## src/design/nanorv32_pkg.sv

```systemverilog
// Shared types and constants of the instruction supply unit
// ROM regions and the reset vector are fixed here and not per instance
package nanorv32_pkg;

   // Data and instruction width
   localparam int unsigned xlen        = 32;
   localparam int unsigned urom_addr_w = 5;

   // Micro ROM regions, first and last word of each
   localparam logic [urom_addr_w-1:0] urom_reset_first = 5'd0;
   localparam logic [urom_addr_w-1:0] urom_reset_last  = 5'd1;
   localparam logic [urom_addr_w-1:0] urom_entry_first = 5'd2;
   localparam logic [urom_addr_w-1:0] urom_entry_last  = 5'd18;
   localparam logic [urom_addr_w-1:0] urom_exit_first  = 5'd19;
   localparam logic [urom_addr_w-1:0] urom_exit_last   = 5'd31;

   // First memory fetch after the reset sequence
   localparam logic [xlen-1:0] reset_vector = 32'h0000_0000;

   // RV32I major opcodes used by the predecoder
   localparam logic [6:0] op_load  = 7'b0000011;
   localparam logic [6:0] op_imm   = 7'b0010011;
   localparam logic [6:0] op_jalr  = 7'b1100111;
   localparam logic [6:0] op_store = 7'b0100011;
   localparam logic [6:0] op_lui   = 7'b0110111;
   localparam logic [6:0] op_auipc = 7'b0010111;

   // One instruction word seen through the RV32I formats
   typedef union packed {
      struct packed {
         logic [6:0] funct7;
         logic [4:0] rs2;
         logic [4:0] rs1;
         logic [2:0] funct3;
         logic [4:0] rd;
         logic [6:0] opcode;
      } r;
      struct packed {
         logic [11:0] imm_11_0;
         logic [4:0]  rs1;
         logic [2:0]  funct3;
         logic [4:0]  rd;
         logic [6:0]  opcode;
      } i;
      struct packed {
         logic [6:0] imm_11_5;
         logic [4:0] rs2;
         logic [4:0] rs1;
         logic [2:0] funct3;
         logic [4:0] imm_4_0;
         logic [6:0] opcode;
      } s;
      struct packed {
         logic [19:0] imm_31_12;
         logic [4:0]  rd;
         logic [6:0]  opcode;
      } u;
   } rv32_instr_u;

   // Where an instruction came from
   typedef enum logic [1:0] {
      src_mem,
      src_reset,
      src_entry,
      src_exit
   } instr_src_e;

   // Word travelling fetch -> sequencer -> predecoder
   typedef struct packed {
      rv32_instr_u     instr;
      logic [xlen-1:0] pc;
      instr_src_e      src;
   } fetch_word_s;

   // Unit output, fields split out of the word
   typedef struct packed {
      logic [6:0]      opcode;
      logic [4:0]      rd;
      logic [4:0]      rs1;
      logic [4:0]      rs2;
      logic [2:0]      funct3;
      logic [xlen-1:0] imm;
      logic [xlen-1:0] pc;
      instr_src_e      src;
      logic [xlen-1:0] raw;
   } decoded_s;

endpackage

```

## src/design/nanorv32_urom.sv

```systemverilog
// Asynchronous micro ROM, 32 words, no clock
// Table body is generated from the micro-ROM assembly source
`timescale 1ns/1ns

module nanorv32_urom import nanorv32_pkg::*; (
   input  logic [urom_addr_w-1:0] addr,
   output logic [xlen-1:0]        dout
);

   // Plain case table, synthesis picks the implementation
   always_comb begin
      case (addr)
         // Begin of generated micro ROM table
         // Reset region
         5'd0:  dout = 32'h00100093;
         5'd1:  dout = 32'h00000013;
         // Interrupt entry region, saves registers on the stack
         5'd2:  dout = 32'hfe112c23;
         5'd3:  dout = 32'hfe212a23;
         5'd4:  dout = 32'hfe512823;
         5'd5:  dout = 32'hfe612623;
         5'd6:  dout = 32'hfe712423;
         5'd7:  dout = 32'hfea12223;
         5'd8:  dout = 32'hfeb12023;
         5'd9:  dout = 32'hfcc12e23;
         5'd10: dout = 32'hfcd12c23;
         5'd11: dout = 32'hfce12a23;
         5'd12: dout = 32'hfcf12823;
         5'd13: dout = 32'hfff00093;
         5'd14: dout = 32'h00000297;
         5'd15: dout = 32'hfc512623;
         5'd16: dout = 32'hfcc10113;
         5'd17: dout = 32'h08002503;
         5'd18: dout = 32'h00050067;
         // Interrupt exit region, restores registers
         5'd19: dout = 32'h02c12083;
         5'd20: dout = 32'h02412283;
         5'd21: dout = 32'h02012303;
         5'd22: dout = 32'h01c12383;
         5'd23: dout = 32'h01812503;
         5'd24: dout = 32'h01412583;
         5'd25: dout = 32'h01012603;
         5'd26: dout = 32'h00c12683;
         5'd27: dout = 32'h00812703;
         5'd28: dout = 32'h00412783;
         5'd29: dout = 32'h00012003;
         5'd30: dout = 32'h02812103;
         5'd31: dout = 32'h00000067;
         // End of generated micro ROM table
         default: begin
            // Unused addresses read as zero
            dout = '0;
         end
      endcase
   end

endmodule

```

## src/design/nanorv32_fetch.sv

```systemverilog
// Fetch unit, one outstanding program memory read and a one-word buffer
// Responses are always accepted; a redirect drops buffered and in-flight words
`timescale 1ns/1ns

module nanorv32_fetch import nanorv32_pkg::*; (
   input  logic            clk,
   input  logic            rst,
   input  logic            hold,
   input  logic            redirect_valid,
   input  logic [xlen-1:0] redirect_pc,
   input  logic            mem_req_ready,
   input  logic            mem_rsp_valid,
   input  logic [xlen-1:0] mem_rsp_data,
   input  logic            fw_ready,
   output logic            mem_req_valid,
   output logic [xlen-1:0] mem_req_addr,
   output logic            fw_valid,
   output fetch_word_s     fw,
   output logic            idle
);

   logic [xlen-1:0] pc;
   logic            req_valid;
   logic [xlen-1:0] req_addr;
   logic            busy;
   logic            discard;
   logic            word_valid;
   fetch_word_s     word_q;
   logic            req_fire;
   logic            rsp_take;
   logic            issue_ok;

   assign req_fire = req_valid & mem_req_ready;
   // One read at most, so any response belongs to the outstanding one
   assign rsp_take = mem_rsp_valid & busy;

   // New request only with nothing in flight and room for its word
   assign issue_ok = !req_valid && !busy && !hold && !redirect_valid &&
                     (!word_valid || fw_ready);

   // Request and word tracking
   always_ff @(posedge clk) begin
      if (rst) begin
         pc         <= reset_vector;
         req_valid  <= 1'b0;
         busy       <= 1'b0;
         discard    <= 1'b0;
         word_valid <= 1'b0;
      end else begin
         // Valid stays up with a stable address until accepted
         if (req_fire) begin
            req_valid <= 1'b0;
         end else if (issue_ok) begin
            req_valid <= 1'b1;
         end

         if (req_fire) begin
            busy <= 1'b1;
         end else if (rsp_take) begin
            busy <= 1'b0;
         end

         // Counter steps on accept, redirect overrides
         if (req_fire && !discard) begin
            pc <= pc + 32'd4;
         end
         if (redirect_valid) begin
            pc <= redirect_pc;
         end

         // Read issued or in flight before a redirect is stale
         if (redirect_valid && ((busy && !mem_rsp_valid) || req_valid)) begin
            discard <= 1'b1;
         end else if (rsp_take) begin
            discard <= 1'b0;
         end

         if (redirect_valid) begin
            word_valid <= 1'b0;
         end else if (rsp_take && !discard) begin
            word_valid <= 1'b1;
         end else if (fw_ready) begin
            word_valid <= 1'b0;
         end
      end
   end

   // Payload, no reset
   always_ff @(posedge clk) begin
      if (issue_ok) begin
         req_addr <= pc;
      end
      if (rsp_take && !discard) begin
         word_q.instr <= mem_rsp_data;
         word_q.pc    <= req_addr;
         word_q.src   <= src_mem;
      end
   end

   assign mem_req_valid = req_valid;
   assign mem_req_addr  = req_addr;
   assign fw_valid      = word_valid;
   assign fw            = word_q;
   assign idle          = !req_valid && !busy && !word_valid;

endmodule

```

## src/design/nanorv32_useq.sv

```systemverilog
// Micro sequencer, injects ROM sequences for reset, interrupt entry and exit
// Interrupt requests wait in pending flags until fetch has gone idle
`timescale 1ns/1ns

module nanorv32_useq import nanorv32_pkg::*; (
   input  logic        clk,
   input  logic        rst,
   input  logic        irq_req,
   input  logic        irq_exit,
   input  logic        idle,
   input  logic        fw_valid,
   input  fetch_word_s fw,
   input  logic        sq_ready,
   output logic        fw_ready,
   output logic        hold,
   output logic        sq_valid,
   output fetch_word_s sq
);

   typedef enum logic [1:0] {
      reset_seq,
      mem,
      entry_seq,
      exit_seq
   } useq_state_e;

   useq_state_e            state;
   logic [urom_addr_w-1:0] rom_addr;
   logic [xlen-1:0]        rom_word;
   logic                   entry_pend;
   logic                   exit_pend;
   logic                   rom_last;
   logic                   rom_fire;
   logic                   take_entry;
   logic                   take_exit;

   nanorv32_urom u_urom (
      .addr (rom_addr),
      .dout (rom_word)
   );

   // Output mux and end-of-region detect
   always_comb begin
      sq_valid = 1'b1;
      fw_ready = 1'b0;
      sq.instr = rom_word;
      sq.pc    = '0;
      sq.src   = src_reset;
      rom_last = 1'b0;
      case (state)
         reset_seq: begin
            rom_last = (rom_addr == urom_reset_last);
         end
         entry_seq: begin
            sq.src   = src_entry;
            rom_last = (rom_addr == urom_entry_last);
         end
         exit_seq: begin
            sq.src   = src_exit;
            rom_last = (rom_addr == urom_exit_last);
         end
         default: begin
            // Memory mode, straight pass-through
            sq_valid = fw_valid;
            sq       = fw;
            fw_ready = sq_ready;
         end
      endcase
   end

   assign rom_fire   = (state != mem) && sq_ready;
   // Entry wins when both are waiting
   assign take_entry = (state == mem) && idle && entry_pend;
   assign take_exit  = (state == mem) && idle && exit_pend && !entry_pend;

   // Pending flags raise hold one cycle after the pulse
   assign hold = (state != mem) || entry_pend || exit_pend;

   always_ff @(posedge clk) begin
      if (rst) begin
         state      <= reset_seq;
         rom_addr   <= urom_reset_first;
         entry_pend <= 1'b0;
         exit_pend  <= 1'b0;
      end else begin
         entry_pend <= (entry_pend && !take_entry) || irq_req;
         exit_pend  <= (exit_pend && !take_exit) || irq_exit;

         if (take_entry) begin
            state    <= entry_seq;
            rom_addr <= urom_entry_first;
         end else if (take_exit) begin
            state    <= exit_seq;
            rom_addr <= urom_exit_first;
         end else if (rom_fire) begin
            if (rom_last) begin
               state <= mem;
            end else begin
               rom_addr <= rom_addr + 1'b1;
            end
         end
      end
   end

endmodule

```

## src/design/nanorv32_predecode.sv

```systemverilog
// Predecoder with a one-stage output register
// Immediate follows the opcode format; unknown formats give imm zero
`timescale 1ns/1ns

module nanorv32_predecode import nanorv32_pkg::*; (
   input  logic        clk,
   input  logic        rst,
   input  logic        sq_valid,
   input  fetch_word_s sq,
   input  logic        out_ready,
   output logic        sq_ready,
   output logic        out_valid,
   output decoded_s    out_instr
);

   rv32_instr_u     w;
   logic [6:0]      opcode;
   logic [xlen-1:0] imm;
   decoded_s        dec;
   logic            load;

   assign w      = sq.instr;
   assign opcode = w.r.opcode;

   // Immediate by format view
   always_comb begin
      case (opcode)
         op_load, op_imm, op_jalr: begin
            // I format, 12 bits sign-extended
            imm = {{20{w.i.imm_11_0[11]}}, w.i.imm_11_0};
         end
         op_store: begin
            imm = {{20{w.s.imm_11_5[6]}}, w.s.imm_11_5, w.s.imm_4_0};
         end
         op_lui, op_auipc: begin
            // U format, upper 20 bits
            imm = {w.u.imm_31_12, 12'h000};
         end
         default: begin
            imm = '0;
         end
      endcase
   end

   // Register fields sit at fixed positions in every format
   always_comb begin
      dec.opcode = opcode;
      dec.rd     = w.r.rd;
      dec.rs1    = w.r.rs1;
      dec.rs2    = w.r.rs2;
      dec.funct3 = w.r.funct3;
      dec.imm    = imm;
      dec.pc     = sq.pc;
      dec.src    = sq.src;
      dec.raw    = w;
   end

   // Accept while empty or being emptied this cycle
   assign sq_ready = !out_valid || out_ready;
   assign load     = sq_valid && sq_ready;

   always_ff @(posedge clk) begin
      if (rst) begin
         out_valid <= 1'b0;
      end else if (sq_ready) begin
         out_valid <= sq_valid;
      end
   end

   // Held under back-pressure since load needs sq_ready
   always_ff @(posedge clk) begin
      if (load) begin
         out_instr <= dec;
      end
   end

endmodule

```

## src/design/nanorv32_ifu.sv

```systemverilog
// Instruction supply unit, fetch -> micro sequencer -> predecoder
// Program memory must allow a single outstanding read
`timescale 1ns/1ns

module nanorv32_ifu import nanorv32_pkg::*; (
   input  logic            clk,
   input  logic            rst,
   output logic            mem_req_valid,
   output logic [xlen-1:0] mem_req_addr,
   input  logic            mem_req_ready,
   input  logic            mem_rsp_valid,
   input  logic [xlen-1:0] mem_rsp_data,
   input  logic            irq_req,
   input  logic            irq_exit,
   input  logic            redirect_valid,
   input  logic [xlen-1:0] redirect_pc,
   output logic            out_valid,
   input  logic            out_ready,
   output decoded_s        out_instr
);

   // Fetch to sequencer
   logic        fw_valid;
   logic        fw_ready;
   fetch_word_s fw;
   logic        idle;
   logic        hold;
   // Sequencer to predecoder
   logic        sq_valid;
   logic        sq_ready;
   fetch_word_s sq;

   nanorv32_fetch u_fetch (
      .clk            (clk),
      .rst            (rst),
      .hold           (hold),
      .redirect_valid (redirect_valid),
      .redirect_pc    (redirect_pc),
      .mem_req_ready  (mem_req_ready),
      .mem_rsp_valid  (mem_rsp_valid),
      .mem_rsp_data   (mem_rsp_data),
      .fw_ready       (fw_ready),
      .mem_req_valid  (mem_req_valid),
      .mem_req_addr   (mem_req_addr),
      .fw_valid       (fw_valid),
      .fw             (fw),
      .idle           (idle)
   );

   nanorv32_useq u_useq (
      .clk      (clk),
      .rst      (rst),
      .irq_req  (irq_req),
      .irq_exit (irq_exit),
      .idle     (idle),
      .fw_valid (fw_valid),
      .fw       (fw),
      .sq_ready (sq_ready),
      .fw_ready (fw_ready),
      .hold     (hold),
      .sq_valid (sq_valid),
      .sq       (sq)
   );

   nanorv32_predecode u_predecode (
      .clk       (clk),
      .rst       (rst),
      .sq_valid  (sq_valid),
      .sq        (sq),
      .out_ready (out_ready),
      .sq_ready  (sq_ready),
      .out_valid (out_valid),
      .out_instr (out_instr)
   );

endmodule

```

## config.mk

```make
export PLATFORM = sky130hd
export DESIGN_NAME = nanorv32_ifu
export DESIGN_NICKNAME = d
export VERILOG_FILES = /design/src/design/nanorv32_pkg.sv /design/src/design/nanorv32_urom.sv /design/src/design/nanorv32_fetch.sv /design/src/design/nanorv32_useq.sv /design/src/design/nanorv32_predecode.sv /design/src/design/nanorv32_ifu.sv
export SDC_FILE = /design/constraint.sdc
export NUM_CORES = 1
export LEC_CHECK = 0
export BUFFER_PORTS_ARGS = -buffer_cell sky130_fd_sc_hd__buf_4
export CAP_MARGIN = 0
export CORE_ASPECT_RATIO = 1.25
export CORE_UTILIZATION = 50
export DETAILED_ROUTE_END_ITERATION = 10
export GPL_TIMING_DRIVEN = 0
export PLACE_DENSITY = 0.79
export SYNTH_ARGS = -nofsm -noshare
export SYNTH_HDL_FRONTEND = slang
export SYNTH_SLANG_ARGS = --single-unit
```

## constraint.sdc

```tcl
create_clock -name clk -period 6.4 [get_ports clk]
set_clock_uncertainty 0.05 [all_clocks]
set_input_delay 0.64 -clock clk [delete_from_list [all_inputs] [get_ports clk]]
set_output_delay 0.64 -clock clk [all_outputs]
set_load 0.02 [all_outputs]
```

==> results of run 1 <==
registers in the layout, indices dropped and copies added, names as in the netlist:
signal	cells
u_predecode.out_instr	98
u_fetch.fw	64
u_fetch.mem_req_addr	32
u_fetch.pc	32
u_useq.rom_addr	5
u_useq.state	2
u_fetch.busy	1
u_fetch.discard	1
u_fetch.fw_valid	1
u_fetch.mem_req_valid	1
u_predecode.out_valid	1
u_useq.entry_pend	1
u_useq.exit_pend	1
critical path, stage by stage (launching register included):
cell	delay, ns
dfxtp_1	0.47
clkbuf_1	0.46
inv_1	0.23
ha_1	0.23
clkbuf_1	0.24
a21boi_0	0.64
a21boi_0	0.41
clkbuf_1	0.49
o22ai_1	0.19
worst min-delay path by stage:
stage,from,end,cells past startpoint
final,mem_rsp_data[27],u_fetch.fw[61]$_DFFE_PP_,1
after CTS,mem_rsp_data[5],u_fetch.fw[39]$_DFFE_PP_,1
after global placement,u_fetch.pc[1]$_SDFFE_PP0P_,u_fetch.mem_req_addr[1]$_DFFE_PP_,0
after floorplan,u_fetch.pc[0]$_SDFFE_PP0P_,u_fetch.mem_req_addr[0]$_DFFE_PP_,0
after detailed placement,u_fetch.pc[31]$_SDFFE_PP0N_,u_fetch.mem_req_addr[31]$_DFFE_PP_,0
after global routing,mem_rsp_data[5],u_fetch.fw[39]$_DFFE_PP_,1
power by group:
group / total [mW] / internal (mW) / leakage [nW] / switching, mW
Sequential: 2.35 / 2.20 / 2.30 / 0.150
Clock: 1.22 / 0.669 / 0.331 / 0.549
Combinational: 2.37 / 0.916 / 2.49 / 1.45
cells by family (layout without fill, tap and decap cells):
family / Yosys count / count (layout)
buf+inv: 99 / 374
compound gates: 151 / 151
simple gates: 246 / 246
mux: 13 / 13
fa+ha+maj: 15 / 15
flops: 240 / 240
xor+xnor: 18 / 18
routing by layer:
metal  GRT usage  part of all wire  up-vias
met3      0.0390             0.065       49
li1            -                 -     3396
met4      0.0813             0.028        0
met2       0.424              0.52      304
met5           0                 0        -
met1       0.289              0.39     3399
cell usage in the layout (no fill, tap or decap), drive strengths merged, types with 5 or more instances in the layout:
cell type and instances:
a21boi 10, clkbuf 61, a311oi 11, inv 34
a211oi 20, or2 5, a31oi 6, nor3 18
nor4 5, mux2i 11, ha 15, nor2 60
buf 269, xnor2 17, o22ai 13, nand3 30
o31ai 5, edfxtp 194, nand2 37, a21oi 18
clkinv 10, o2bb2ai 7, and3 8, and2 43
dfxtp 46, nor2b 10, o21ai 30, nand2b 9
nand4 5
metrics by stage:
| stage | power (mW) | setup slack (ns) |
|---|---|---|
| 6_report | 5.94 | 2.70 |
| 5_1_grt | 6.23 | 2.40 |
| 4_1_cts | 5.98 | 2.71 |
| 3_5_place_dp | 4.76 | 2.72 |
| 3_3_place_gp | 4.73 | -1.04 |
| 2_1_floorplan | 3.78 | 0.818 |
area by class of cell:
type                            instances  area, µm²  area share
Inverter                               35        131      0.0102
Sequential cell                       240       6750       0.522
Timing Repair Buffer                  233       1820       0.141
Clock inverter                          9       48.8     0.00378
Clock buffer                           33        613      0.0474
Multi-Input combinational cell        443       2890       0.223
Buffer                                 64        349      0.0270
Tap cell                              265        332      0.0257
==> out/qor.txt, run 1 <==
Post-synthesis instance area: 10,100 µm²
Final hold slack: 0.252 ns
RSZ-0062 raised after global routing: false
Ranking of synthesized cells by area: edfxtp_1 58%, dfxtp_1 9.1%, and2_1 2.7%
Initial DRC Count: 389
Largest family of logic cells by synthesized area: simple AND/OR/NAND/NOR gates
Avg Inst Size Synth: 12.9 µm²
Routed wire length: 24,600 µm
Synth warnings: 0
# resized after CTS: 0
#FFs+latches synth: 240
# diodes: 0
Synthesized instance count: 782
Period utilization: 0.578
Antenna violations before repair: 0
Static leakage: 5.12 nW
Hold buffer count at cts: 0
Outcome: finished clean
Area grow syn2layout: 28.1%
CTS sink count: 240
XOR/XNOR share of the synthesized area: 0.0156
Fin crit period: 3.70 ns
Synth top area share: 0.578
Drt via density: 5.41
Power per cell area: 460 nW/µm²
Total CTS buffers: 23
CTS H-tree lvls: 1
Die width: 129 µm
Simple-gate share of the synthesized area: 0.127
Chip height: 161 µm
CTS tree: yes
CP Launch Type: flip-flop
Finish-stage setup viols: 0
Placed instance area: 12,300 µm²
Postcts setup bufs: 0
CP Capture Type: flip-flop
Antenna viol nets, final: 0
Mux contribution to synthesized area: 0.0154
IO Pins: 229
Placed Cells: 1,280
Bufs on Longest Clock Path: 3
Vias post-DR: 7,148
Final setup TNS: 0 ns
Initial core utilization: 0.514
Post-synthesis sequential area ratio: 0.669
Kind of critical path: reg2reg
Worst EP arrival: 3.87 ns
CP Launch Point: u_useq.rom_addr[1]$_SDFFE_PP0P_
RR Startpoint: u_useq.rom_addr[1]$_SDFFE_PP0P_
Rel. slew slack: 0.392
Final HPWL DP: 18,300 µm
Worst Tran Pin Value: 0.909 ns
Final core utilization: 0.659
Post-synth EDFFs: 194
Crit path required time: 6.57 ns
Most common library cells after synthesis: 194 x edfxtp_1, 60 x nor2_1, 46 x dfxtp_1
Maximum operating frequency: 271 MHz
Fraction of layout instances using a drive strength above 1: 0.303
Rows: 57
Nets: 1,127
GRT Resource Usage Total: 0.238
Post-route DRC: 0
Placer Congestion: 0.879
1st-pass router iterations: 5
Hold Crit Class: in2reg
Reg2Reg Depth: 8
Reg-to-Reg End: u_predecode.out_instr[89]$_DFFE_PP_
Max Cap Violations: 0
Core footprint: 19,600 µm²
Vias in the first global route: 6,999
Slack of the worst reg-to-reg path: 2.70 ns
Die area: 20,700 µm²
GRT overflow: 0
Avg WL per Cell: 18.6 µm
Clock slew at reported path FFs: 0.07 ns
Max VDD drop: 0.000248 V
Final Cell Area: 12,900 µm²
Fillers: 1,507
Post-synth top area cell: edfxtp_1
Setup crit end: u_predecode.out_instr[89]$_DFFE_PP_
Worst Path Max Fanout: 10
Final hold vios: 0
Most common flop cell mapped by yosys: edfxtp_1
Input/output buffers: 228
Share of async-settable or async-resettable flops after synthesis: 0
Compound-gate portion of the synthesized area: 0.107
First-pass GRT wire length: 37,700 µm
Syn nets: 869
Distinct cell type count after synthesis: 66
Synth Area in Adders: 0.0186
Largest net degree at the start of global routing: 38
Final-report max-slew violation count: 0
Root Driver: clkbuf_16
Final cell count without fillers: 1,322
Most frequent cell after synthesis: edfxtp_1
Latest clock arrival within the worst-skew pair: 0.51 ns
Power figures use the tool's default switching activity.
==> run 2: changes to the inputs <==
==> constraint.sdc (replaced) <==
create_clock -name clk -period 3.6 [get_ports clk]
set_clock_uncertainty 0.05 [all_clocks]
set_input_delay 0.36 -clock clk [delete_from_list [all_inputs] [get_ports clk]]
set_output_delay 0.36 -clock clk [all_outputs]
set_load 0.02 [all_outputs]
==> run 2 against run 1 <==
Effect of this change: clock-buffer cell count decreased by 9; critical endpoint is now u_predecode.out_instr[92]$_DFFE_PP_; critical path depth increased by 1; flip-flop and latch count unchanged.
==> out/qor.txt, run 2 (synthesis gave the netlist of run 1 again) <==
Outcome: finished clean
Nets: 1,160 (+2.9%)
Placed instance area: 12,300 µm² (+0.22%)
Worst Tran Pin Value: 0.773 ns (-0.136 ns)
Antenna violations before repair: 0 (unchanged)
CP Launch Type: flip-flop
Rel. slew slack: 0.481 (+0.0889)
Crit path required time: 3.78 ns (-2.79 ns)
GRT overflow: 0 (unchanged)
# diodes: 0 (unchanged)
IO Pins: 229 (unchanged)
Max reg flops: 98 (unchanged)
Fraction of layout instances using a drive strength above 1: 0.302 (-0.000909)
Post-route DRC: 0 (unchanged)
Max Cap Violations: 0 (unchanged)
Static leakage: 5.32 nW (+4.0%)
Antenna viol nets, final: 0 (unchanged)
Family with the most delay on the worst path: compound AO/OA/AOI/OAI gates
CP Capture Type: flip-flop
Finish-stage setup viols: 0 (unchanged)
Bufs on Longest Clock Path: 3 (unchanged)
CTS sink count: 240 (unchanged)
Input/output buffers: 228 (unchanged)
Period utilization: 0.940 (+0.362)
Reg2Reg Depth: 9 (+1)
Hold Path Depth: 3 (+2)
Max VDD drop: 0.000454 V (+83%)
Vias in the first global route: 7,214 (+3.1%)
Hold endpoint: u_useq.exit_pend$_SDFF_PP0_
Slack of the worst reg-to-reg path: 0.22 ns (-2.49 ns)
Crit path cell chain: clkbuf_2 -> inv_1 -> ha_1 -> or3b_1 -> a21boi_0 -> nor4_1 -> a22oi_2 -> buf_2 -> o22ai_1
Worst Path Max Fanout: 10 (unchanged)
Final Cell Area: 13,400 µm² (+3.6%)
Die width: 129 µm (unchanged)
Fin crit period: 3.38 ns (-0.313 ns)
Latest clock arrival within the worst-skew pair: 0.51 ns (about the same)
Final-report max-slew violation count: 0 (unchanged)
Routed wire length: 25,300 µm (+3.1%)
Chip height: 161 µm (unchanged)
Reg with most FFs: u_predecode.out_instr
Commonest non-fill, non-tap cell in the layout: buf_4
Placed Cells: 1,281 (+0.078%)
Postcts setup bufs: 0 (unchanged)
Kind of critical path: reg2reg
Final core utilization: 0.683 (+0.0238)
Power Total: 11.0 mW (+85%)
Largest net degree at the start of global routing: 39 (+2.6%)
Placer Congestion: 0.883 (+0.43%)
Power per cell area: 819 nW/µm² (+78%)
Final HPWL DP: 18,500 µm (+1.1%)
Total CTS buffers: 23 (unchanged)
First-pass GRT wire length: 39,300 µm (+4.0%)
Rows: 57 (unchanged)
CTS tree: yes
Initial DRC Count: 518 (+33%)
Highest-count cells in the layout ignoring fill and taps: 254 x buf_4, 194 x edfxtp_1, 58 x nor2_1
Initial core utilization: 0.514 (unchanged)
RR Startpoint: u_useq.rom_addr[0]$_SDFFE_PP0P_
Final cell count without fillers: 1,355 (+2.5%)
Area grow syn2layout: 32.8%
Clock slew at reported path FFs: 0.06 ns (about the same)
Critical-path top delay cell: or3b_1
Delay of the slowest cell on the worst path: 0.46 ns (-0.18 ns)
Maximum operating frequency: 296 MHz (+9.3%)
Hold Path Origin: irq_exit
Drt via density: 5.36 (-0.88%)
Hold Crit Class: in2reg
Fillers: 1,424 (-5.5%)
GRT Resource Usage Total: 0.248 (+0.0104)
CP Launch Point: u_useq.rom_addr[0]$_SDFFE_PP0P_
1st-pass router iterations: 5 (unchanged)
CP bufs+invs: 3 (-1)
Reg-to-Reg End: u_predecode.out_instr[92]$_DFFE_PP_
Final setup TNS: 0 ns (unchanged)
Root Driver: clkbuf_16
Core footprint: 19,600 µm² (unchanged)
Worst EP arrival: 3.57 ns (-0.30 ns)
Final hold vios: 0 (unchanged)
Vias post-DR: 7,262 (+1.6%)
Avg WL per Cell: 18.7 µm (+0.56%)
CTS H-tree lvls: 1 (unchanged)
Die area: 20,700 µm² (unchanged)
[run 2: changes by cell type in the layout (fill, tap and decap cells not counted), sizes merged]
cell / change
bufinv: +4
dlygate4sd3: +32
inv: +1
clkbuf: -9
clkinvlp: +2
buf: +1
clkinv: +2
[run 2: what timing repair did]
item	4_1_cts	5_1_grt
endpoints found under the setup margin	5	20
hold buffers	32	0
resized for setup	1	6
hold endpoints to repair	32	0
[run 2: area by class of cell]
class / instances / area (µm²) / area share
buffer: 64 / 353 / 0.0263
inverter: 35 / 131 / 0.00981
sequential: 240 / 6750 / 0.504
clock inverter: 18 / 198 / 0.0148
clock buffer: 24 / 579 / 0.0433
timing repair buffer: 266 / 2170 / 0.162
tap: 265 / 332 / 0.0248
multi-input combinational: 443 / 2890 / 0.215
[run 2: where the power goes]
group / internal [mW] / total, mW / switching [mW]
Combinational: 1.68 / 4.30 / 2.61
Sequential: 3.92 / 4.19 / 0.274
Clock: 1.46 / 2.47 / 1.01
[run 2: metrics by stage]
stage	hold slack [ns]	setup slack, ns
6_report	0.0198	0.217
5_1_grt	0.0333	-0.000801
4_1_cts	0.00442	0.0362
3_5_place_dp	0.369	-0.0160
3_3_place_gp	0.366	-0.831
2_1_floorplan	0.358	0.281
[run 2: worst max-delay path by stage]
| stage | cells after the start | slack (ns) | end |
|---|---|---|---|
| after CTS | 9 | 0.04 | u_predecode.out_instr[94]$_DFFE_PP_ |
| after floorplan | 5 | 0.28 | u_fetch.mem_req_addr[0]$_DFFE_PP_ |
| after global placement | 6 | -0.83 | u_fetch.mem_req_addr[13]$_DFFE_PP_ |
| after global routing | 9 | -0.0008 | u_predecode.out_instr[88]$_DFFE_PP_ |
| final | 9 | 0.22 | u_predecode.out_instr[92]$_DFFE_PP_ |
| after detailed placement | 8 | -0.02 | u_predecode.out_instr[88]$_DFFE_PP_ |
[run 2: worst min-delay path, stage by stage]
cell and delay [ns]:
buf_4 0.08, a21oi_1 0.03, nor2_1 0.07
[run 2: per-layer routing]
metal / up-vias / share of wire / track usage
met5: - / 0 / 0
met4: 0 / 0.027 / 0.0749
met3: 44 / 0.068 / 0.0410
met2: 311 / 0.53 / 0.450
met1: 3458 / 0.38 / 0.299
li1: 3449 / - / -
==> run 3: changes to the inputs <==
--- a/config.mk
+++ b/config.mk
@@ -8,10 +8,10 @@
 export BUFFER_PORTS_ARGS = -buffer_cell sky130_fd_sc_hd__buf_4
 export CAP_MARGIN = 0
 export CORE_ASPECT_RATIO = 1.25
-export CORE_UTILIZATION = 50
+export CORE_UTILIZATION = 34
 export DETAILED_ROUTE_END_ITERATION = 10
 export GPL_TIMING_DRIVEN = 0
-export PLACE_DENSITY = 0.79
+export PLACE_DENSITY = 0.58
 export SYNTH_ARGS = -nofsm -noshare
 export SYNTH_HDL_FRONTEND = slang
 export SYNTH_SLANG_ARGS = --single-unit
==> run 3 against run 2 <==
Effect of this change: first-iteration DRC count is 24% lower; die area is 46% higher; setup slack worse by 0.011 ns; register-to-register slack hardly changed; global-route usage is 7.7 points lower.
==> out/qor.txt, run 3 (synthesis gave the netlist of run 1 again) <==
Drt via density: 4.77 (-11%)
Sw Pwr: 3.99 mW (+2.3%)
GRT Resource Usage Total: 0.171 (-0.0766)
Placer Congestion: 0.871 (-1.4%)
Max Cap Violations: 0 (unchanged)
Total CTS buffers: 25 (+8.7%)
Hold Crit Class: in2reg
Period utilization: 0.943 (+0.00303)
Worst EP arrival: 3.60 ns (+0.03 ns)
Seq pwr share: 0.373 (-0.009)
Clock slew at reported path FFs: 0.06 ns (about the same)
Final hold vios: 0 (unchanged)
Kind of critical path: reg2reg
Crit path required time: 3.80 ns (+0.02 ns)
GRT overflow: 0 (unchanged)
Reg with most FFs: u_predecode.out_instr
Sw Ratio: 0.356 (about the same)
First-pass GRT wire length: 40,000 µm (+1.8%)
Outcome: finished clean
IO Pins: 229 (unchanged)
Final Cell Area: 13,700 µm² (+2.3%)
Highest-count cells in the layout ignoring fill and taps: 254 x buf_4, 194 x edfxtp_1, 58 x nor2_1
PnR worst setup slack: 0.206 ns (-0.0109 ns)
Antenna violations before repair: 0 (unchanged)
Power per cell area: 818 nW/µm² (about the same)
Reg2Reg Depth: 9 (unchanged)
Vias post-DR: 7,127 (-1.9%)
Placed instance area: 12,500 µm² (+1.3%)
Rel. slew slack: 0.456 (-0.0251)
Initial DRC Count: 395 (-24%)
Post-route DRC: 0 (unchanged)
Fillers: 2,709 (+90%)
Postcts setup bufs: 0 (unchanged)
Largest net degree at the start of global routing: 39 (unchanged)
Hold Path Depth: 3 (unchanged)
Input/output buffers: 228 (unchanged)
Internal power: 7.22 mW (+2.2%)
Antenna viol nets, final: 0 (unchanged)
Vias in the first global route: 6,966 (-3.4%)
Die area: 30,400 µm² (+46%)
Comb power frac: 0.384 (-0.008)
Max reg flops: 98 (unchanged)
CTS tree: yes
CTS H-tree lvls: 1 (unchanged)
Rows: 70 (+23%)
Commonest non-fill, non-tap cell in the layout: buf_4
Area grow syn2layout: 35.9%
CP Launch Type: flip-flop
# diodes: 0 (unchanged)
Worst Tran Pin Value: 0.811 ns (+0.0374 ns)
Fraction of layout instances using a drive strength above 1: 0.308 (+0.00572)
1st-pass router iterations: 4 (-1)
CTS sink count: 240 (unchanged)
Final core utilization: 0.468 (-0.214)
Finish-stage setup viols: 0 (unchanged)
RSZ-0062 raised after global routing: false
Initial core utilization: 0.345 (-0.169)
Latest clock arrival within the worst-skew pair: 0.53 ns (+0.02 ns)
Core footprint: 29,300 µm² (+49%)
CP Capture Type: flip-flop
Chip height: 195 µm (+21%)
Maximum operating frequency: 295 MHz (-0.32%)
Fin crit period: 3.39 ns (+0.0109 ns)
Max VDD drop: 0.000396 V (-13%)
Final HPWL DP: 19,600 µm (+6.1%)
Bufs on Longest Clock Path: 3 (unchanged)
Final-report max-slew violation count: 0 (unchanged)
Nets: 1,167 (+0.60%)
Die width: 156 µm (+21%)
Root Driver: clkbuf_16
Avg WL per Cell: 17.6 µm (-5.6%)
Clock Power Share: 0.243 (+0.017)
Worst Path Max Fanout: 10 (unchanged)
Routed wire length: 26,400 µm (+4.1%)
Dpl ws: -0.188 ns (-0.171 ns)
Static leakage: 5.40 nW (+1.5%)
run 3: changes by cell type in the layout (fill, tap and decap cells not counted), sizes merged:
cell	previous run	this run
clkbuf	52	56
clkinvlp	2	1
clkinv	12	13
dlygate4sd3	32	37
run 3: routing by layer:
| layer | up-vias | part of all wire | GRT usage |
|---|---|---|---|
| li1 | 3468 | - | - |
| met4 | 0 | 0.020 | 0.0497 |
| met1 | 3376 | 0.41 | 0.212 |
| met3 | 42 | 0.059 | 0.0292 |
| met5 | - | 0 | 0 |
| met2 | 241 | 0.51 | 0.304 |
run 3: power by group through the flow:
| stage | Combinational, mW | Sequential, mW | Clock (mW) |
|---|---|---|---|
| 6_report | 4.30 | 4.18 | 2.72 |
| 5_1_grt | 4.64 | 4.25 | 2.89 |
| 4_1_cts | 4.35 | 4.19 | 2.79 |
| 3_5_place_dp | 4.31 | 4.25 | 0 |
| 3_3_place_gp | 4.18 | 4.27 | 0 |
| 2_1_floorplan | 1.74 | 4.94 | 0 |
run 3: metrics by stage:
| step | TNS [ns] | instances | power [mW] | hold slack, ns |
|---|---|---|---|---|
| final | 0 | 1495 | 11.2 | 0.0262 |
| after global routing | 0 | 1495 | 11.8 | 0.0181 |
| after CTS | 0 | 1495 | 11.3 | 0.00797 |
| after detailed placement | -1.54 | 1412 | 8.56 | 0.367 |
| after global placement | -57.00 | 1406 | 8.45 | 0.362 |
| after floorplan | 0 | 782 | 6.68 | 0.358 |
run 3: final timing paths:
check	startpoint	end	slack (ns)
setup reg to reg	u_useq.rom_addr[0]$_SDFFE_PP0P_	u_predecode.out_instr[95]$_DFFE_PP_	0.21
setup / recovery	u_useq.rom_addr[0]$_SDFFE_PP0P_	u_predecode.out_instr[95]$_DFFE_PP_	0.21
hold reg to reg	u_fetch.pc[0]$_SDFFE_PP0P_	u_fetch.mem_req_addr[0]$_DFFE_PP_	0.38
hold / removal	redirect_pc[1]	u_fetch.pc[1]$_SDFFE_PP0P_	0.03
run 3: critical path, stage by stage (launching register included):
cell	delay, ns
dfxtp_1	0.34
clkbuf_2	0.21
inv_1	0.21
ha_1	0.40
or3b_1	0.46
a32oi_1	0.39
nand3_1	0.16
a22oi_2	0.42
buf_2	0.36
o22ai_1	0.12
run 3: area by class of cell:
type | count | area, µm² | area share
plain buffers | 64 | 354 | 0.0258
clock buffers | 28 | 657 | 0.0479
flip-flops and latches | 240 | 6750 | 0.492
repair buffers | 271 | 2220 | 0.162
well taps | 396 | 495 | 0.0362
clock inverters | 18 | 215 | 0.0157
inverters | 35 | 131 | 0.00959
multi-input cells | 443 | 2890 | 0.211
run 3: what timing repair did:
item / 4_1_cts / 5_1_grt
hold endpoints to repair: 37 / 0
gates resized for setup: 2 / 6
setup endpoints to repair: 15 / 23
hold buffers: 37 / 0
